===== config.mk =====
export PLATFORM = sky130hd
export DESIGN_NAME = cfg_loader
export DESIGN_NICKNAME = d
export VERILOG_FILES = /design/src/boot_pkg.sv /design/src/cfg_loader.sv
export VERILOG_INCLUDE_DIRS = /design/src /design/src/src
export SDC_FILE = /design/constraint.sdc
export NUM_CORES = 1
export LEC_CHECK = 0
export ABC_AREA = 0
export BUFFER_PORTS_ARGS = -buffer_cell sky130_fd_sc_hd__buf_4
export CAP_MARGIN = 15
export CORE_MARGIN = 1
export CORE_UTILIZATION = 40
export CTS_BUF_LIST = sky130_fd_sc_hd__clkbuf_16
export DETAILED_ROUTE_END_ITERATION = 8
export GPL_TIMING_DRIVEN = 0
export PLACE_DENSITY_LB_ADDON = 0.08
export SYNTH_ARGS = -nofsm -noshare
export SYNTH_HDL_FRONTEND = slang
export SYNTH_SLANG_ARGS = --single-unit
export TNS_END_PERCENT = 50

===== constraint.sdc =====
create_clock -name clk_i -period 2.1 [get_ports clk_i]
set_input_delay 0.21 -clock clk_i [delete_from_list [all_inputs] [get_ports clk_i]]
set_output_delay 0.21 -clock clk_i [all_outputs]
set_load 0.01 [all_outputs]

===== src/boot_cfg.svh =====
`ifndef BOOT_CFG_SVH
`define BOOT_CFG_SVH

// I/O command bus
`define BOOT_ADDR_W        12
`define BOOT_DATA_W        32

// Word RAM below configuration space
`define BOOT_RAM_WORDS     256
`define BOOT_RAM_AW        8

// Address bit 11 selects configuration space
`define BOOT_CFG_BIT       11
`define BOOT_FREEZE_ADDR   12'h800
`define BOOT_TABLE_BASE    12'h810

// Configuration table
`define BOOT_TABLE_WORDS   16
`define BOOT_TABLE_AW      4

// Entry i holds i ^ key
`define BOOT_TABLE_KEY     32'h5A3C_96E1

`endif


===== src/boot_pkg.sv =====
`default_nettype none

package boot_pkg;

   // Loader sequencing, shared by both boot agents
   typedef enum logic [1:0]
   {
      ld_idle = 2'd0,
      ld_cmd  = 2'd1,
      ld_resp = 2'd2,
      ld_done = 2'd3
   } loader_state_e;

   // NBF record opcodes
   typedef enum logic
   {
      nbf_op_write  = 1'b0,
      nbf_op_finish = 1'b1
   } nbf_op_e;

endpackage

`default_nettype wire


===== src/cfg_loader.sv =====
`timescale 1ns/1ps
`default_nettype none

`include "boot_cfg.svh"

module cfg_loader
   (
      input  wire                      clk_i,
      input  wire                      rst_i,
      output logic                     io_cmd_v_o,
      output logic [`BOOT_ADDR_W-1:0]  io_cmd_addr_o,
      output logic [`BOOT_DATA_W-1:0]  io_cmd_data_o,
      input  wire                      io_cmd_yumi_i,
      input  wire                      io_resp_v_i,
      output logic                     io_resp_ready_o,
      output logic                     done_o
   );

   // Write 0 sets freeze, writes 1 to 16 fill the table
   localparam int unsigned last_wr_lp = `BOOT_TABLE_WORDS;

   boot_pkg::loader_state_e      state_q;
   logic [`BOOT_TABLE_AW:0]      wr_cnt_q;
   logic [`BOOT_TABLE_AW:0]      entry_idx;

   always_comb
   begin
      entry_idx = wr_cnt_q - 1'b1;
      if (wr_cnt_q == '0)
      begin
         io_cmd_addr_o = `BOOT_FREEZE_ADDR;
         io_cmd_data_o = `BOOT_DATA_W'(1);
      end
      else
      begin
         io_cmd_addr_o = `BOOT_TABLE_BASE + `BOOT_ADDR_W'(entry_idx[`BOOT_TABLE_AW-1:0]);
         io_cmd_data_o = `BOOT_DATA_W'(entry_idx[`BOOT_TABLE_AW-1:0]) ^ `BOOT_TABLE_KEY;
      end
   end

   // Starts straight in ld_cmd so the first write goes out as reset drops
   always_ff @(posedge clk_i)
   begin
      if (rst_i)
      begin
         state_q  <= boot_pkg::ld_cmd;
         wr_cnt_q <= '0;
      end
      else
      begin
         case (state_q)
            boot_pkg::ld_cmd:
               if (io_cmd_yumi_i)
                  state_q <= boot_pkg::ld_resp;
            boot_pkg::ld_resp:
               if (io_resp_v_i)
               begin
                  if (wr_cnt_q == last_wr_lp)
                     state_q <= boot_pkg::ld_done;
                  else
                  begin
                     wr_cnt_q <= wr_cnt_q + 1'b1;
                     state_q  <= boot_pkg::ld_cmd;
                  end
               end
            boot_pkg::ld_done:
               state_q <= boot_pkg::ld_done;
            default:
               state_q <= boot_pkg::ld_cmd;
         endcase
      end
   end

   assign io_cmd_v_o      = (state_q == boot_pkg::ld_cmd);
   assign io_resp_ready_o = (state_q == boot_pkg::ld_resp);
   assign done_o          = (state_q == boot_pkg::ld_done);

   // A new command only follows a retired response
   a_cmd_after_resp: assert property (@(posedge clk_i) disable iff (rst_i)
      $rose(io_cmd_v_o) |-> $past(io_resp_v_i && io_resp_ready_o))
      else $error("cfg_loader: command raised while a response is awaited");

endmodule

`default_nettype wire


# ---- Yosys cells after proc, flatten, opt, wreduce, memory -nomap -nowiden
# Index checks and enable logic that the tools add are counted.
dict set report totals {
  in_bits 4
  word_cells 22
  regBits 7
}
dict set report op_classes {
  mux 6
  bitwise_logic 2
  addsub 3
  reduce_logical 3
  n_eq_ne 6
}
# operator count
set ops {}
lappend ops {{$mux W31} 1}
lappend ops {{$not A1 Y16} 1}
lappend ops {{$add A12 B4 Y12 const A} 1}
lappend ops {{$mux W12} 1}
lappend ops {{$mux W2} 3}
lappend ops {{$pmux W2 S3} 1}
lappend ops {{$add A5 B1 Y5 const B} 1}
lappend ops {{$eq A5 B5 Y1 const B} 1}
lappend ops {{$logic_not A5 Y1} 1}
lappend ops {{$eq A2 B2 Y1 const B} 2}
lappend ops {{$sub A4 B1 Y4 const B} 1}
lappend ops {{$reduce_and A3 Y1} 1}
lappend ops {{$eq A2 B1 Y1 const B} 1}
lappend ops {{$ne A2 B1 Y1 const B} 1}
lappend ops {{$ne A2 B2 Y1 const B} 1}
lappend ops {{$reduce_and A2 Y1} 1}
lappend ops {{$not A1 Y1} 1}

# ---- Longest topological paths before layout
dict set report logic_depth {
  word_depth 4
  ltp_mapped 5
  ltp_nobuf 5
}

# ---- Least setup slack after synthesis
# OpenSTA, ideal clock, no wires.
dict set report synth_path {
  path_kind {reg-to-output}
  start {register wr_cnt_q[0]}
  end {output port io_cmd_data_o[10]}
  slack_ns 0.197
  t_arrival_ns 1.693
  t_required_ns 1.890
  stages_incl_launch_ff 6
  path_buffers 1
  cell_sequence {dfxtp_1 inv_1 ha_1 nor4b_1 inv_1 buf_4}
}
dict set report synth_via {
  elab_chain_len 2
}
# item line_no
set synth_rtl {}
lappend synth_rtl {{start, declared} cfg_loader.sv:23} ;# logic [`BOOT_TABLE_AW:0] wr_cnt_q;
lappend synth_rtl {{start signal, assigned} cfg_loader.sv:62} ;# wr_cnt_q <= wr_cnt_q + 1'b1;
lappend synth_rtl {{$logic_not A5 Y1} cfg_loader.sv:29} ;# if (wr_cnt_q == '0)
lappend synth_rtl {{$mux W31} cfg_loader.sv:29}
lappend synth_rtl {{end, declared} cfg_loader.sv:12} ;# output logic [`BOOT_DATA_W-1:0] io_cmd_data_o,
# No other way between the ends.

# ---- Final worst setup path
dict set report layout_path {
  start {register wr_cnt_q[0]}
  end {output port io_cmd_data_o[19]}
}
# Same word-level chain as after synthesis.

==> impl_metrics.ini <==
[status]
status = complete, no violations

[worst_setup_path]
crit_fanout = 16
endpoint_kind = output port
worstSetupPathType = reg -> out
arrival_ns = 1.71
crit_start = wr_cnt_q[0]
regToRegStartpoint = wr_cnt_q[0]
worst_setup_path_start_kind = flip-flop
crit_required_ns = 1.89

[cts]
clock_latency_ns = 0.23
cts_inserted_buffers = 3
postCtsHoldBufs = 0
clockBufferDepth = 2
clockRootBuffer = clkbuf_16
clkSlewWorstSetupHoldPaths_ns = 0.04
cts_tree = yes
clock-sinks = 7
h-tree-depth = 1

[synth]
async_flop_share_pct = 0
yosysWarnings = 0
synth_edf_count = 0
synth.avg_cell_area_um2 = 7.790
synth_cells = 93
ys_seq_area_share_pct = 19.34
ys.flop_type = dfxtp_1
syn_area_um2 = 724.4
yosys_register_bits = 7
ys_types = 26

[layout]
final_cells = 169
syn2layout_area_growth_pct = 56.65
seq_area_um2 = 140.1
fillers = 139
final_cell_mix = buf_4, conb_1, inv_1, dfxtp_1, nor2_1
multi_input_area_um2 = 351.6
drive_gt1_share_pct = 52.08
antennaDiodeCount = 0
nets = 151
final_common_cell = buf_4

[floorplanning]
core_area_um2 = 1708
start_util_pct = 42.42
pin_count = 51
fp.dieW_um = 44.56
rows = 15
dieArea_um2 = 1985
die_h_um = 44.56

[grt]
grt_overflow = 0
grt_first_pass_wirelength_um = 1952
antenna_found_initial = 0
groute.usage.overall_pct = 13.18
grt_pass1_vias = 480
grt_max_degree = 17

[timing]
setup_viol = 0
period_share_pct = 91.31
period_needed_ns = 1.917
skew_ns = 0.0007587
finalMaxSlewViolations = 0
tns_ns = 0
hold_violations = 0
fmax_ghz = 0.5215
rsz0062_at_grt = false

[place]
gp_congestion = 0.7786
dp.cells = 165
io_buffers = 29
dpl.hpwl_um = 1033

[min_path]
worstHoldStart = io_cmd_yumi_i
min_path_type = in -> reg

[route]
final_antenna_net_count = 0
drt_iter0_markers = 4
drc_errors = 0
wl_um = 1339
wl_per_cell_um = 7.923
firstDrtPassIters = 4
via_per_inst = 3.698
vias = 625

[power]
power_density_nw_per_um2 = 500.5
ir_drop_uv = 568.1
p_leak_nw = 0.6541

[job]
cap_violations = 0
==> state kept, by name, summed over array words and instances (netlist names) <==
| signal | flops |
|---|---|
| wr_cnt_q | 5 |
| state_q | 2 |
==> power breakdown <==
part           total (mW)  switching [mW]  leakage (nW)  internal (mW)
Sequential          0.142         0.00508        0.0569          0.137
Combinational       0.110          0.0485         0.555         0.0616
Clock               0.316          0.0684        0.0423          0.247
==> cells in the mapped netlist, types with 2 or more instances <==
cell type | number | area (um2)
o21ai_0 | 3 | 15.01
conb_1 | 2 | 7.510
xnor2_1 | 2 | 17.52
inv_1 | 7 | 26.28
buf_4 | 38 | 285.3
nor2b_1 | 5 | 31.28
mux2_2 | 2 | 22.52
dfxtp_1 | 7 | 140.1
ha_1 | 2 | 25.02
nand3_1 | 2 | 10.01
a21oi_1 | 3 | 15.01
nor2_1 | 6 | 22.52
==> stage by stage <==
| step | hold slack (ns) | worst slack (ns) | power (mW) | util (%) | cell area (um2) |
|---|---|---|---|---|---|
| 3_5_place_dp | 0.5054 | -0.2237 | 0.2525 | 60.95 | 1041 |
| 4_1_cts | 0.2560 | 0.007121 | 0.5733 | 65.93 | 1126 |
| 3_3_place_gp | 0.4855 | -0.1687 | 0.2516 | 60.95 | 1041 |
| 6_report | 0.2668 | 0.1825 | 0.5680 | 66.45 | 1135 |
| 2_1_floorplan | 0.3756 | 0.1966 | 0.2229 | - | 792.0 |
| 5_1_grt | 0.2802 | 0.04597 | 0.5904 | 66.45 | 1135 |
==> area by class of cell <==
class	instances	share of cell area (%)
flip-flops and latches	7	12.35
repair buffers	29	19.18
inverters	7	2.315
clock buffers	3	6.615
clock inverters	1	0.3308
multi-input cells	58	30.98
well taps	25	2.756
plain buffers	39	25.47
==> kinds of logic after synthesis <==
| group | count (synthesis) | synth area share [%] |
|---|---|---|
| AO/OA/AOI/OAI | 9 | 7.599 |
| buffers and inverters | 46 | 43.52 |
| AND/OR/NAND/NOR | 23 | 19.52 |
| adder cells (fa/ha/maj) | 2 | 3.454 |
| multiplexers | 2 | 3.109 |
| flip-flops | 7 | 19.34 |
| XOR/XNOR | 2 | 2.418 |
| other | 2 | 1.037 |
==> routing by layer <==
| layer | GRT usage (%) | vias to the layer above | share of wire, % |
|---|---|---|---|
| met4 | 7.273 | 0 | 0.45 |
| met3 | 3.673 | 2 | 9.8 |
| li1 | - | 345 | - |
| met1 | 14.04 | 250 | 42 |
| met5 | 0 | - | 0 |
| met2 | 23.24 | 28 | 47 |
==> worst max-delay path: stages, from the launching register on <==
cell	delay, ns
dfxtp_1	0.36
inv_1	0.08
ha_1	0.20
nor4b_4	0.33
inv_2	0.19
buf_4	0.17
buf_4	0.13
==> path summary, 6_finish.rpt <==
path	endpoint	slack, ns	cells past startpoint
worst min register to register	state_q[1]	0.54	2
worst max-delay path	io_cmd_data_o[19]	0.18	6
worst min-delay path	state_q[1]	0.27	3
worst max register to register	wr_cnt_q[2]	0.52	5
==> timing repair <==
item	CTS	global route
gates resized for setup	2	1
setup endpoints to repair	19	15
buffers inserted	0	0
(Power assumes the default switching activity.)
