$ cat src/boot_cfg.svh
`ifndef BOOT_CFG_SVH
`define BOOT_CFG_SVH

// I/O command bus
`define BOOT_ADDR_W        12
`define BOOT_DATA_W        32

// Word RAM below configuration space
`define BOOT_RAM_WORDS     256
`define BOOT_RAM_AW        8

// Address bit 11 selects configuration space
`define BOOT_CFG_BIT       11
`define BOOT_FREEZE_ADDR   12'h800
`define BOOT_TABLE_BASE    12'h810

// Configuration table
`define BOOT_TABLE_WORDS   16
`define BOOT_TABLE_AW      4

// Entry i holds i ^ key
`define BOOT_TABLE_KEY     32'h5A3C_96E1

`endif

$ cat src/boot_pkg.sv
`default_nettype none

package boot_pkg;

   // Loader sequencing, shared by both boot agents
   typedef enum logic [1:0]
   {
      ld_idle = 2'd0,
      ld_cmd  = 2'd1,
      ld_resp = 2'd2,
      ld_done = 2'd3
   } loader_state_e;

   // NBF record opcodes
   typedef enum logic
   {
      nbf_op_write  = 1'b0,
      nbf_op_finish = 1'b1
   } nbf_op_e;

endpackage

`default_nettype wire

$ cat src/nbf_loader.sv
`timescale 1ns/1ps
`default_nettype none

`include "boot_cfg.svh"

module nbf_loader
   (
      input  wire                      clk_i,
      input  wire                      rst_i,
      input  wire                      cfg_done_i,
      input  wire                      nbf_v_i,
      input  wire boot_pkg::nbf_op_e   nbf_op_i,
      input  wire [`BOOT_ADDR_W-1:0]   nbf_addr_i,
      input  wire [`BOOT_DATA_W-1:0]   nbf_data_i,
      output logic                     nbf_ready_o,
      output logic                     io_cmd_v_o,
      output logic [`BOOT_ADDR_W-1:0]  io_cmd_addr_o,
      output logic [`BOOT_DATA_W-1:0]  io_cmd_data_o,
      input  wire                      io_cmd_yumi_i,
      input  wire                      io_resp_v_i,
      output logic                     io_resp_ready_o,
      output logic                     done_o
   );

   boot_pkg::loader_state_e      state_q;
   boot_pkg::nbf_op_e            op_q;
   logic [`BOOT_ADDR_W-1:0]      addr_q;
   logic [`BOOT_DATA_W-1:0]      data_q;
   logic                         accept;

   assign nbf_ready_o = cfg_done_i && (state_q == boot_pkg::ld_idle);
   assign accept      = nbf_v_i && nbf_ready_o;

   // Finish turns into a write clearing freeze
   always_ff @(posedge clk_i)
   begin
      if (accept)
      begin
         op_q <= nbf_op_i;
         if (nbf_op_i == boot_pkg::nbf_op_finish)
         begin
            addr_q <= `BOOT_FREEZE_ADDR;
            data_q <= '0;
         end
         else
         begin
            addr_q <= nbf_addr_i;
            data_q <= nbf_data_i;
         end
      end
   end

   always_ff @(posedge clk_i)
   begin
      if (rst_i)
         state_q <= boot_pkg::ld_idle;
      else
      begin
         case (state_q)
            boot_pkg::ld_idle:
               if (accept)
                  state_q <= boot_pkg::ld_cmd;
            boot_pkg::ld_cmd:
               if (io_cmd_yumi_i)
                  state_q <= boot_pkg::ld_resp;
            boot_pkg::ld_resp:
               if (io_resp_v_i)
                  state_q <= (op_q == boot_pkg::nbf_op_finish) ? boot_pkg::ld_done
                                                                : boot_pkg::ld_idle;
            default:
               state_q <= boot_pkg::ld_done;
         endcase
      end
   end

   assign io_cmd_v_o      = (state_q == boot_pkg::ld_cmd);
   assign io_cmd_addr_o   = addr_q;
   assign io_cmd_data_o   = data_q;
   assign io_resp_ready_o = (state_q == boot_pkg::ld_resp);
   assign done_o          = (state_q == boot_pkg::ld_done);

   // Done is sticky and the stream stays closed
   a_done_closed: assert property (@(posedge clk_i) disable iff (rst_i)
      done_o |=> (done_o && !nbf_ready_o))
      else $error("nbf_loader: stream reopened after done");

endmodule

`default_nettype wire

$ cat config.mk
export PLATFORM = sky130hd
export DESIGN_NAME = nbf_loader
export DESIGN_NICKNAME = d
export VERILOG_FILES = /design/src/boot_pkg.sv /design/src/nbf_loader.sv
export VERILOG_INCLUDE_DIRS = /design/src /design/src/src
export SDC_FILE = /design/constraint.sdc
export NUM_CORES = 1
export LEC_CHECK = 0
export ABC_CLOCK_PERIOD_IN_PS = 7400
export BUFFER_PORTS_ARGS = -buffer_cell sky130_fd_sc_hd__buf_2
export CAP_MARGIN = 20
export CORE_MARGIN = 2
export CORE_UTILIZATION = 47
export CTS_CLUSTER_DIAMETER = 100
export CTS_CLUSTER_SIZE = 20
export DETAILED_ROUTE_END_ITERATION = 7
export GPL_ROUTABILITY_DRIVEN = 0
export GPL_TIMING_DRIVEN = 0
export PLACE_DENSITY = 0.82
export SLEW_MARGIN = 20
export SYNTH_ARGS = -nofsm -noshare
export SYNTH_HDL_FRONTEND = slang
export SYNTH_SLANG_ARGS = --single-unit
$ cat constraint.sdc
create_clock -name clk_i -period 7.4 [get_ports clk_i]
set_clock_uncertainty 0.2 [all_clocks]
set_input_delay 0.37 -clock clk_i [delete_from_list [all_inputs] [get_ports clk_i]]
set_output_delay 0.37 -clock clk_i [all_outputs]
set_load 0.01 [all_outputs]
### Word-level counts from Yosys, hierarchy flattened

Cells that the tools add are included.

| storage, ports and cells | value |
|---|---|
| bits in registers | 47 |
| input bits | 51 |

| operators by class | value |
|---|---|
| eq/ne operators | 6 |
| muxes and demuxes | 5 |
| reduce and logical (&&, ||, !) cells | 4 |

Operators by type and width:

| operator | number |
|---|---|
| 2-bit two-way mux | 4 |
| 2-bit case mux with 3 select lines | 1 |
| 2-bit == test (second input constant) | 2 |
| 2-bit != test (second input constant) | 2 |
| 3-bit AND reduction | 1 |
| 2-bit by 1-bit == test with 1-bit output (second input constant) | 1 |
| 1-bit logical AND | 2 |
| 2-bit zero test | 1 |
| 2-bit by 1-bit != test with 1-bit output (second input constant) | 1 |

### Depth between registers and ports, before layout

| logic depth | value |
|---|---|
| word-level depth | 5 |
| depth in mapped cells | 3 |
| mapped depth without buffers | 3 |

### Least setup slack after synthesis

No wires, ideal clock.

| path | value |
|---|---|
| path type | input -> register |
| start | input nbf_v_i |
| end | register addr_q[0], in the netlist io_cmd_addr_o[0], enable pin |
| library setup time | 0.503 ns |
| arrival time | 3.500 ns |
| setup slack | 3.197 ns |
| cell stages on the path | 2 |
| buffers on the path | 0 |
| path through | nand2_1 -> nor3_1 |

| between the ends | value |
|---|---|
| word-level cells in the longest chain between the ends | 1 |

RTL lines:

| item | line | RTL |
|---|---|---|
| start: declaration | nbf_loader.sv:11 | `input wire nbf_v_i,` |
| 1-bit logical AND | nbf_loader.sv:32 | `assign accept = nbf_v_i && nbf_ready_o;` |
| named net accept | nbf_loader.sv:29 | `logic accept;` |
| end signal: assignment | nbf_loader.sv:42 | `` addr_q <= `BOOT_FREEZE_ADDR; `` |
| end signal: assignment | nbf_loader.sv:47 | `addr_q <= nbf_addr_i;` |
| end: declaration | nbf_loader.sv:27 | `` logic [`BOOT_ADDR_W-1:0] addr_q; `` |

The timed path passes the listed nets, and every way through them passes these cells.
A chain may end at the register's enable or synchronous reset.

### Worst setup path after layout

| path | value |
|---|---|
| start | register state_q[0] |
| end | register data_q[2], in the netlist io_cmd_data_o[2], enable pin |

| between the ends | value |
|---|---|
| word-level cells in the longest chain between the ends | 3 |

RTL lines:

| item | line | RTL |
|---|---|---|
| start: declaration | nbf_loader.sv:25 | `boot_pkg::loader_state_e state_q;` |
| start signal: assignment | nbf_loader.sv:56 | `state_q <= boot_pkg::ld_idle;` |
| start signal: assignment | nbf_loader.sv:62 | `state_q <= boot_pkg::ld_cmd;` |
| start signal: assignment | nbf_loader.sv:65 | `state_q <= boot_pkg::ld_resp;` |
| 2-bit zero test | nbf_loader.sv:31 | `assign nbf_ready_o = cfg_done_i && (state_q == boot_pkg::ld_idle);` |
| 1-bit logical AND | nbf_loader.sv:31 |  |
| 1-bit logical AND | nbf_loader.sv:32 |  |
| named net accept | nbf_loader.sv:29 |  |
| end signal: assignment | nbf_loader.sv:48 | `data_q <= nbf_data_i;` |
| end: declaration | nbf_loader.sv:28 | `` logic [`BOOT_DATA_W-1:0] data_q; `` |

The timed path passes the listed nets, and every way through them passes these cells.

==> flow_summary.json <==
{
  "status": "completed",
  "min_path_type": "input pin to flip-flop",
  "synth_compound_area_share_pct": 1.98,
  "clk_pin_slew_worst_paths_ns": 0.08,
  "tritoncts": "done",
  "rsz0062_at_grt": "false",
  "vias": 1196,
  "numPortBuffers": 98,
  "cts_root_buf": "clkbuf_8",
  "start_util_pct": 48.8,
  "cts_hold_buffers": 0,
  "clkLatencyLatePin_ns": 0.29,
  "crit_chain": "nor3_2, buf_6, buf_4",
  "crit_cells": 3,
  "timing.rr.end": "io_cmd_data_o[2]",
  "synth-seq-cells": 47,
  "cts_max_path_buffers": 2,
  "slew_headroom_pct": 58.9,
  "synthXorXnorAreaFrac_pct": 0,
  "crit_end": "io_cmd_data_o[2]",
  "die_h_um": 65.4,
  "ctsResizeCount": 0,
  "pwr-share-seq_pct": 61.0,
  "worst_path_largest_cell_delay_ns": 0.54,
  "die_w_um": 65.4,
  "fill_cells": 279,
  "post_cts_buffers": 0,
  "cts_buffers": 5,
  "grt_max_degree": 14,
  "firstDrtPassIters": 4,
  "dp_hpwl_um": 2420,
  "antenna_found_initial": 0,
  "viasPerCell": 4.50,
  "worstPathRequired_ns": 7.20,
  "synth_mux_area_share_pct": 0,
  "fin_tns_setup_ns": 0,
  "htreeDepth": 2,
  "crit_family": "simple AND/OR/NAND/NOR gates",
  "fmax_ghz": 0.538,
  "synth.avg_cell_area_um2": 16.4,
  "synth.distinct_cells": 15,
  "die-area_um2": 4280,
  "syn_area_um2": 1770,
  "internal_power_mw": 0.402,
  "synthCells": 108,
  "synth_area_leaders": "edfxtp_1, nor2b_1, dfxtp_1, buf_2, a221oi_2",
  "p_sw_share_pct": 21.4,
  "nets": 268,
  "rr_worst_depth": 3,
  "stdcell_area_um2": 2440,
  "ant_nets": 0,
  "maxCapViolCount": 0,
  "grt_util_all_layers_pct": 15.8,
  "core_area_um2": 3630,
  "worst_ep_arrival_time_ns": 1.66,
  "setup_viol": 0,
  "pin_count": 99,
  "layout_common_cells": "buf_2, edfxtp_1, nor2b_1",
  "grt_pass1_wl_um": 4930,
  "ir_drop_uv": 151,
  "first_global_vias": 1141,
  "hold_viol": 0,
  "cp-startpoint": "state_q[0]",
  "synth_top_family_by_area": "simple AND/OR/NAND/NOR gates",
  "drt-total-wl_um": 3080,
  "power_frac_comb_pct": 11.6,
  "drtIter0Drc": 61,
  "synth_fa_ha_area_share_pct": 0,
  "crit_buf_inv": 2,
  "synth_top_area_share_pct": 76.2,
  "worst_pin_slew_ns": 0.613,
  "drc": 0,
  "start_kind": "flip-flop",
  "worstSetupPathType": "flip-flop to flip-flop",
  "dpl-instance-area_um2": 2360,
  "cp_max_fo": 11,
  "critPathCaptureType": "flip-flop",
  "clock_sinks": 47,
  "fin_crit_ns": 1.86,
  "min_period_over_period_pct": 25.1,
  "final_common_cell": "buf_2",
  "yosysTopAreaCell": "edfxtp_1",
  "synth-simple-area-share_pct": 18.4,
  "clock_power_share_pct": 27.4,
  "placementRows": 22,
  "layout-drive-gt1-share_pct": 52.8,
  "synth_warnings": 0,
  "p_leak_nw": 1.05,
  "syn2layout_area_growth_pct": 37.8,
  "ff2ff_setup_slack_ns": 5.54,
  "slew_violations": 0,
  "synth_fp_nets": 159,
  "seq_area_frac_synth_pct": 78.5,
  "overflow": 0,
  "antennaDiodeCount": 0,
  "p_per_area_nw_per_um2": 210,
  "worstReg2RegStart": "state_q[0]",
  "cp_slowest_cell": "nor3_2",
  "p_sw_mw": 0.110,
  "routedWlPerCell_um": 11.6
}
[flip-flops by register name, indices dropped and copies added (netlist names)]
name           cells
io_cmd_data_o     32
state_q            2
io_cmd_addr_o     12
op_q               1
[layout make-up]
cell class / count / area (um^2) / area share, %
clock inverter: 2 / 7.51 / 0.307
multi-input combinational: 57 / 367 / 15.0
buffer: 4 / 20.0 / 0.820
clock buffer: 6 / 72.6 / 2.97
sequential: 47 / 1390 / 57.0
timing repair buffer: 102 / 524 / 21.5
tap: 48 / 60.1 / 2.46
[cell families after synthesis]
logic type,count (synthesis)
compound gates,4
buf+inv,4
flops,47
simple gates,53
[synthesized netlist by cell type]
cell      count
and2b_4       1
nor2_1        2
nor2b_2       1
a211oi_1      1
dfxtp_1       2
a21o_1        1
and2_1        2
nor2b_1      43
a21oi_1       1
buf_2         4
a221oi_2      1
or2_1         1
edfxtp_1     45
nand2_1       2
nor3_1        1
[how the worst min path moves through the flow]
stage	from	endpoint	slack (ns)	depth (start not counted)
2_1_floorplan	rst_i	state_q[1]	0.24	1
3_3_place_gp	state_q[1]	state_q[1]	0.35	2
3_5_place_dp	op_q	state_q[0]	0.35	2
4_1_cts	rst_i	state_q[1]	0.04	2
5_1_grt	rst_i	state_q[1]	0.04	2
6_report	rst_i	state_q[1]	0.05	2
[power by group through the flow]
| stage | sequential (mW) | clock, mW | combinational, mW |
|---|---|---|---|
| after global routing | 0.314 | 0.156 | 0.0657 |
| final | 0.312 | 0.140 | 0.0591 |
| after global placement | 0.320 | 0 | 0.0561 |
| after detailed placement | 0.318 | 0 | 0.0601 |
| after floorplan | 0.327 | 0 | 0.0209 |
| after CTS | 0.312 | 0.145 | 0.0601 |
[per-layer routing]
layer / part of all wire, % / global-route usage, % / up-vias
met5: 0 / 0 / -
met2: 48 / 26.0 / 75
met1: 36 / 16.1 / 521
met4: 2.2 / 7.81 / 0
li1: - / - / 594
met3: 13 / 8.73 / 6
[metrics by stage]
step           hold WS [ns]  util [%]  worst slack [ns]  std cells  power (mW)
5_1_grt              0.0401      67.2              5.43        266       0.536
2_1_floorplan         0.243         -              3.20        108       0.348
4_1_cts              0.0379      67.2              5.52        266       0.517
3_3_place_gp          0.349      63.9              2.03        254       0.376
3_5_place_dp          0.348      65.0              5.42        258       0.378
6_report             0.0485      67.2              5.54        266       0.512
No activity file was read; power rests on OpenSTA's default activity.
