===== src/boot_cfg.svh =====
`ifndef BOOT_CFG_SVH
`define BOOT_CFG_SVH

// I/O command bus
`define BOOT_ADDR_W        12
`define BOOT_DATA_W        32

// Word RAM below configuration space
`define BOOT_RAM_WORDS     256
`define BOOT_RAM_AW        8

// Address bit 11 selects configuration space
`define BOOT_CFG_BIT       11
`define BOOT_FREEZE_ADDR   12'h800
`define BOOT_TABLE_BASE    12'h810

// Configuration table
`define BOOT_TABLE_WORDS   16
`define BOOT_TABLE_AW      4

// Entry i holds i ^ key
`define BOOT_TABLE_KEY     32'h5A3C_96E1

`endif


===== src/load_arbiter.sv =====
`timescale 1ns/1ps
`default_nettype none

`include "boot_cfg.svh"

module load_arbiter
   (
      input  wire                      cfg_done_i,
      input  wire                      cfg_cmd_v_i,
      input  wire [`BOOT_ADDR_W-1:0]   cfg_cmd_addr_i,
      input  wire [`BOOT_DATA_W-1:0]   cfg_cmd_data_i,
      output logic                     cfg_cmd_yumi_o,
      output logic                     cfg_resp_v_o,
      input  wire                      cfg_resp_ready_i,
      input  wire                      nbf_cmd_v_i,
      input  wire [`BOOT_ADDR_W-1:0]   nbf_cmd_addr_i,
      input  wire [`BOOT_DATA_W-1:0]   nbf_cmd_data_i,
      output logic                     nbf_cmd_yumi_o,
      output logic                     nbf_resp_v_o,
      input  wire                      nbf_resp_ready_i,
      output logic                     io_cmd_v_o,
      output logic [`BOOT_ADDR_W-1:0]  io_cmd_addr_o,
      output logic [`BOOT_DATA_W-1:0]  io_cmd_data_o,
      input  wire                      io_cmd_yumi_i,
      input  wire                      io_resp_v_i,
      output logic                     io_resp_ready_o
   );

   // Loaders run one after the other, so cfg_done alone picks the owner
   always_comb
   begin
      io_cmd_v_o      = cfg_done_i ? nbf_cmd_v_i      : cfg_cmd_v_i;
      io_cmd_addr_o   = cfg_done_i ? nbf_cmd_addr_i   : cfg_cmd_addr_i;
      io_cmd_data_o   = cfg_done_i ? nbf_cmd_data_i   : cfg_cmd_data_i;
      io_resp_ready_o = cfg_done_i ? nbf_resp_ready_i : cfg_resp_ready_i;

      cfg_cmd_yumi_o  = !cfg_done_i && io_cmd_yumi_i;
      cfg_resp_v_o    = !cfg_done_i && io_resp_v_i;
      nbf_cmd_yumi_o  = cfg_done_i && io_cmd_yumi_i;
      nbf_resp_v_o    = cfg_done_i && io_resp_v_i;
   end

   // The config loader must be silent once it reports done
   always_comb
   begin
      if (cfg_done_i)
         a_cfg_quiet: assert (!cfg_cmd_v_i)
            else $error("load_arbiter: config command after cfg_done");
   end

endmodule

`default_nettype wire


===== config.mk =====
export PLATFORM = sky130hd
export DESIGN_NAME = load_arbiter
export DESIGN_NICKNAME = d
export VERILOG_FILES = /design/src/load_arbiter.sv
export VERILOG_INCLUDE_DIRS = /design/src /design/src/src
export SDC_FILE = /design/constraint.sdc
export NUM_CORES = 1
export LEC_CHECK = 0
export ABC_AREA = 1
export BUFFER_PORTS_ARGS = -buffer_cell sky130_fd_sc_hd__buf_2
export CAP_MARGIN = 30
export CORE_MARGIN = 10
export CORE_UTILIZATION = 24
export DETAILED_ROUTE_END_ITERATION = 8
export GPL_TIMING_DRIVEN = 1
export PLACE_DENSITY = 0.92
export SLEW_MARGIN = 20
export SYNTH_ARGS = -nofsm -noshare
export SYNTH_HDL_FRONTEND = slang
export SYNTH_SLANG_ARGS = --single-unit
export TNS_END_PERCENT = 50

===== constraint.sdc =====
create_clock -name vclk -period 1.1
set_input_delay 0.33 -clock vclk [all_inputs]
set_output_delay 0.33 -clock vclk [all_outputs]
set_load 0.02 [all_outputs]

---- After elaboration in Yosys (flattened, before gate mapping) ----
Cells that the tools add are included.
storage, ports and cells
  register bits after elaboration ......... 0
  output and inout bits ................... 50
  word-level logic and storage cells ...... 9
operators by class
  mux-type cells .......................... 4
  reduce and logical (&&, ||, !) cells .... 5
operator list
  operator           number
  $mux 32            1
  $mux 12            1
  $logic_and 1x1->1  4
  $mux 1             2
  $logic_not 1->1    1

---- Longest topological paths before layout ----
Gate-level depths: netlist of the first run.
  depth in word-level cells ............... 2
  mapped depth ............................ 5
  gate-level depth less buffers ........... 3

---- Worst setup path after synthesis of the first run ----
Ideal clock, no wire load.
  kind .................................... input to output
  start point ............................. input cfg_done_i
  end point ............................... output cfg_cmd_yumi_o
  data arrival time ....................... 901 ps
  setup slack ............................. -131 ps
  stages .................................. 3
  path buffers ............................ 2
  path through ............................ buf_6 -> buf_4 -> nor2_1
between the ends
  word-level cells in the longest chain between the ends .. 2
RTL lines
  what               RTL line            RTL
  start, declared    load_arbiter.sv:8   input wire cfg_done_i,
  $logic_not 1->1    load_arbiter.sv:37  cfg_cmd_yumi_o = !cfg_done_i && io_cmd_yumi_i;
  $logic_and 1x1->1  load_arbiter.sv:37
  end, declared      load_arbiter.sv:12  output logic cfg_cmd_yumi_o,
No other way between the ends.

---- Final worst setup path of the first run ----
  start point ............................. input cfg_done_i
  end point ............................... output io_cmd_v_o
between the ends
  word-level cells in the longest chain between the ends .. 1
RTL lines
  what           RTL line            RTL
  $mux 1         load_arbiter.sv:32  io_cmd_v_o = cfg_done_i ? nbf_cmd_v_i : cfg_cmd_v_i;
  end, declared  load_arbiter.sv:21  output logic io_cmd_v_o,
No other way between the ends.

==> out/summary.txt, run 1 <==
vertical die dimension: 72.1 um
GR Util met2: 31.2%
final worst-path cycle share: 114%
CLK BUF: 0
met1 routing resource usage after global routing: 14.6%
part of the Yosys area used for sequential elements: 0%
iteration-0 DRC count of the detailed router: 48
All-Layer GR Usage: 16.0%
placed instance area: 0.00146 mm^2
area of the die: 0.00519 mm^2
worst relative slew slack: 91.3%
Synth Instances: 157
max-slew violation count: 0
seq_cells: 0
wire length of the first global-routing pass: 7.13 mm
Cells after DPL: 325
worst hold path startpoint: nbf_resp_ready_i
run status: complete, but fails checks
ordered list of cells on the worst path: buf_16, clkbuf_16, nand2_1, nand2_1, buf_6
share of the core filled with cells: 83.9%
Critical Path Fanout Max: 7
cell at the slowest stage of the critical path: sky130_fd_sc_hd__clkbuf_16
Worst setup startpoint: cfg_done_i
Worst setup SP type: input port
met3 usage: 9.25%
Max-Cap Viols: 0
1st-pass router iterations: 4
Horiz. Die Dim: 72.1 um
initial core utilization: 25.8%
HP Class: input port to primary output
average via count per standard cell: 4.75
total half-perimeter wirelength after legalization and detailed placement: 3.80 mm
antenna violations before repair: 0
Placer Congestion: 0.841
Leakage Power: 1.27 nW
IO Port Bufs: 145
sequential standard cell area: 0 um^2
pin count of the biggest net entering global routing: 47
endpoint arrival time on the critical path: 0.93 ns
Top cell by count, worst path: sky130_fd_sc_hd__nand2_1
power density over the cells: 521 mW/mm^2
Worst VDD drop: 0.394 mV
Syn-to-layout area delta: 225%
number of diodes: 0
net count after synthesis: 252
unrepaired setup endpoints after global routing: true
post-synth cell types: 6
count of placed standard cells in the final layout, fillers left out: 331
maximum cell stage delay along the critical path: 0.17 ns
finished layout cell area: 0.00212 mm^2
Worst Slack Setup Final: -0.159 ns
routed vias: 1573
Std-Cell Core Area: 0.00252 mm^2
residual overflow from global routing: 0
ANT nets after route: 0
via count of the first global-routing pass: 1523
post-synthesis average cell area: 4.14 um^2
peak clock frequency supported by timing: 0.794 GHz
average routed wire per standard cell: 17.1 um
violated checks: negative setup slack
Post-Route WL: 5.66 mm
required time at the worst-slack endpoint: 0.77 ns
Syn. warnings: 0
net total in the final layout: 398
number of design rule violations left after detail routing: 0
Fin Hold WS: 0.946 ns
crit path capture type: primary output
number of primary I/O pins: 145
Tightest Pin Transition: 0.130 ns
Hold Vio Cnt, Final: 0
Period minus WS final: 1.26 ns
fraction of layout cells with a size suffix above 1: 81.7%
most used routing layer: met2
count of final setup violators: 50
hold-fix buffers at CTS: 0
category of the critical setup timing path: input port to primary output
synthesized cell area: 651 um^2
number of placement rows: 18
-- power breakdown --
part | total, mW | leakage [nW] | switching, mW | internal [mW]
clock network | 0 | 0 | 0 | 0
registers | 0 | 0 | 0 | 0
logic | 1.10 | 1.27 | 0.557 | 0.545
total | 1.10 | 1.27 | 0.557 | 0.545
-- logic make-up (layout without fill, tap and decap cells) --
family / count (synthesis) / in the layout / share of synthesized area, %
buffers and inverters: 15 / 159 / 18.1
and+or+nand+nor: 142 / 142 / 81.9
-- worst max-delay path: cells and delay by family --
family,cells,cell delay [ns]
simple gates,2,0.15
buf+inv,3,0.45
-- layout by cell type, fill, tap and decap left out --
cell type	synthesis	final
sky130_fd_sc_hd__nor2_2	0	2
sky130_fd_sc_hd__buf_8	0	2
sky130_fd_sc_hd__clkbuf_16	0	3
sky130_fd_sc_hd__nand2_1	140	52
sky130_fd_sc_hd__clkinv_16	0	1
sky130_fd_sc_hd__inv_2	0	1
sky130_fd_sc_hd__nand2_4	0	9
sky130_fd_sc_hd__buf_2	0	94
sky130_fd_sc_hd__buf_16	0	3
sky130_fd_sc_hd__buf_6	5	43
sky130_fd_sc_hd__clkinv_8	0	1
sky130_fd_sc_hd__inv_1	4	3
sky130_fd_sc_hd__nand2_2	0	79
sky130_fd_sc_hd__buf_4	5	7
sky130_fd_sc_hd__buf_12	0	1
-- worst paths after layout --
kind,to,cells after the start
worst max-delay path,io_cmd_v_o,5
worst min-delay path,io_resp_ready_o,4
-- layer usage --
| metal | share of wire [%] | vias up |
|---|---|---|
| li1 | - | 747 |
| met4 | 2.3 | 0 |
| met2 | 53 | 99 |
| met3 | 13 | 10 |
| met1 | 31 | 717 |
| met5 | 0 | - |
-- synth_stat cells (all sizes together) --
master	n	area, um^2
nand2	140	526
nor2	2	7.51
buf	10	93.8
inv	5	23.8
-- final cells by class --
cell class	count	area [um^2]
repair inverters	1	16.3
inverters	5	45.0
well taps	30	37.5
multi-input cells	142	803
repair buffers	153	1210
fillers	179	405
-- metrics by stage --
step                      setup TNS [ns]  total power [mW]  setup slack (ns)
after floorplan                    -1.52             0.435           -0.0509
after global placement            -13.83             0.733            -0.301
after detailed placement          -14.94             0.745            -0.325
after CTS                          -5.41             0.923            -0.125
after global routing               -5.72              1.18            -0.182
final                              -4.51              1.10            -0.159
-- repair_timing --
item | in CTS | in global routing
setup buffers | 0 | 0
cloned | 2 | 4
gates resized for setup | 88 | 79
pin swaps | 0 | 9
endpoints found under the setup margin | 50 | 50
(Power assumes the default switching activity.)
==> run 2, diff against run 1 <==
--- a/config.mk
+++ b/config.mk
@@ -6,14 +6,14 @@
 export SDC_FILE = /design/constraint.sdc
 export NUM_CORES = 1
 export LEC_CHECK = 0
-export ABC_AREA = 1
 export BUFFER_PORTS_ARGS = -buffer_cell sky130_fd_sc_hd__buf_2
 export CAP_MARGIN = 30
 export CORE_MARGIN = 10
-export CORE_UTILIZATION = 24
+export CORE_UTILIZATION = 28
 export DETAILED_ROUTE_END_ITERATION = 8
 export GPL_TIMING_DRIVEN = 1
-export PLACE_DENSITY = 0.92
+export PLACE_DENSITY = 0.93
+export SETUP_SLACK_MARGIN = 0.1
 export SLEW_MARGIN = 20
 export SYNTH_ARGS = -nofsm -noshare
 export SYNTH_HDL_FRONTEND = slang
==> run 2 against run 1 <==
- the run still ends with negative setup slack left
- clock-buffer cell count unchanged
- critical endpoint is now io_cmd_addr_o[5]
- largest cell class unchanged
- total power decreased by 0.68%
- final cell count decreased by 29%
==> out/summary.txt, run 2 <==
run status: complete, but fails checks
violated checks: negative setup slack
Syn-to-layout area delta: 149%
Horiz. Die Dim: 74.1 um
worst relative slew slack: 92.0%
Std-Cell Core Area: 0.00278 mm^2
residual overflow from global routing: 0
1st-pass router iterations: 4
final worst-path cycle share: 128%
Synth Instances: 56
part of the Yosys area used for sequential elements: 0%
category of the critical setup timing path: input port to primary output
seq_cells: 0
net total in the final layout: 301
CLK BUF: 0
Leakage Power: 1.18 nW
area of the die: 0.00548 mm^2
Worst setup startpoint: cfg_done_i
worst hold path startpoint: cfg_cmd_data_i[30]
Critical Path Fanout Max: 8
average via count per standard cell: 4.45
most frequent standard cell in the layout excluding fill and tap cells: sky130_fd_sc_hd__buf_2
power density over the cells: 538 mW/mm^2
Syn. warnings: 0
Max-Cap Viols: 0
Worst VDD drop: 0.383 mV
number of primary I/O pins: 145
iteration-0 DRC count of the detailed router: 18
post-synthesis average cell area: 14.6 um^2
via count of the first global-routing pass: 1277
sequential standard cell area: 0 um^2
average routed wire per standard cell: 20.6 um
number of placement rows: 19
crit path capture type: primary output
vertical die dimension: 74.1 um
hold-fix buffers at CTS: 0
Cells after DPL: 229
peak clock frequency supported by timing: 0.711 GHz
All-Layer GR Usage: 15.1%
top library cells by usage in the layout, fill and taps aside: sky130_fd_sc_hd__buf_2 (94), sky130_fd_sc_hd__buf_6 (50), sky130_fd_sc_hd__mux2_4 (46), sky130_fd_sc_hd__buf_16 (5)
Fill cells: 188
Post-Route WL: 4.84 mm
number of design rule violations left after detail routing: 0
Period minus WS final: 1.41 ns
post-synth top area share: 84.4%
unrepaired setup endpoints after global routing: true
Worst setup SP type: input port
count of placed standard cells in the final layout, fillers left out: 235
required time at the worst-slack endpoint: 0.77 ns
cell with the most instances after synthesis: sky130_fd_sc_hd__mux2_4
cell taking the most area after synthesis: sky130_fd_sc_hd__mux2_4
HP Class: input port to primary output
IO Port Bufs: 145
routed vias: 1045
net count after synthesis: 151
Worst Slack Setup Final: -0.307 ns
synthesized cell area: 818 um^2
fraction of layout cells with a size suffix above 1: 99.5%
final setup TNS: -14.16 ns
pin count of the biggest net entering global routing: 11
cell types with the largest area share after synthesis: sky130_fd_sc_hd__mux2_4 (84%), sky130_fd_sc_hd__buf_12 (9.8%), sky130_fd_sc_hd__buf_6 (2.8%), sky130_fd_sc_hd__and2_1 (1.5%), sky130_fd_sc_hd__nor2b_1 (1.5%)
initial core utilization: 29.4%
ANT nets after route: 0
antenna violations before repair: 0
number of diodes: 0
count of final setup violators: 50
max-slew violation count: 0
Tightest Pin Transition: 0.120 ns
wire length of the first global-routing pass: 6.71 mm
Placer Congestion: 0.774
post-synth cell types: 5
endpoint arrival time on the critical path: 1.08 ns
Hold Vio Cnt, Final: 0
most common library cells after synthesis: sky130_fd_sc_hd__mux2_4 (46), sky130_fd_sc_hd__buf_12 (4), sky130_fd_sc_hd__and2_1 (2), sky130_fd_sc_hd__buf_6 (2), sky130_fd_sc_hd__nor2b_1 (2)
==> run 2: cell families after synthesis <==
| group | after synthesis | synth area share, % |
|---|---|---|
| buffers and inverters | 6 | 12.5 |
| multiplexers | 46 | 84.4 |
| AND/OR/NAND/NOR | 4 | 3.06 |
==> run 2: layout make-up <==
cell class / instances / area, um^2 / share of cell area (%)
Multi-Input combinational cell: 50 / 728 / 35.8
Tap cell: 31 / 38.8 / 1.91
Timing Repair Buffer: 154 / 1270 / 62.3
==> run 2: repair_timing <==
action / 4_1_cts / 5_1_grt
setup buffers: 0 / 0
resized for setup: 96 / 17
setup endpoints to repair: 50 / 50
cloned: 4 / 2
==> run 2: routing by layer <==
layer  vias to the layer above  share of wire [%]  track usage [%]
met2                        69                 57             31.0
met4                         0                  0                0
met1                       469                 31             14.1
met5                         -                  0                0
met3                         0                 12             6.65
li1                        507                  -                -
==> run 2: power breakdown <==
group          switching, mW  internal [mW]  leakage (nW)
logic                  0.436          0.659          1.18
clock network              0              0             0
registers                  0              0             0
==> run 2: per-stage QoR <==
stage	hold slack, ns	setup WS [ns]	util (%)	power, mW	instance area (um^2)
6_report	0.972	-0.307	73.2	1.10	2040
5_1_grt	0.980	-0.324	73.2	1.15	2040
4_1_cts	0.974	-0.316	69.5	1.05	1930
3_5_place_dp	1.01	-0.411	54.9	0.811	1530
3_3_place_gp	1.00	-0.405	54.9	0.798	1530
2_1_floorplan	0.819	-0.150	-	0.513	831
==> run 2: worst paths after layout <==
check | to | slack, ns | cells after the start
hold / removal | io_cmd_data_o[30] | 0.97 | 3
setup / recovery | io_cmd_addr_o[5] | -0.31 | 4
==> run 2: critical path: stages <==
cell                        delay [ns]
sky130_fd_sc_hd__buf_16           0.14
sky130_fd_sc_hd__clkbuf_16        0.17
sky130_fd_sc_hd__mux2_4           0.30
sky130_fd_sc_hd__buf_6            0.13
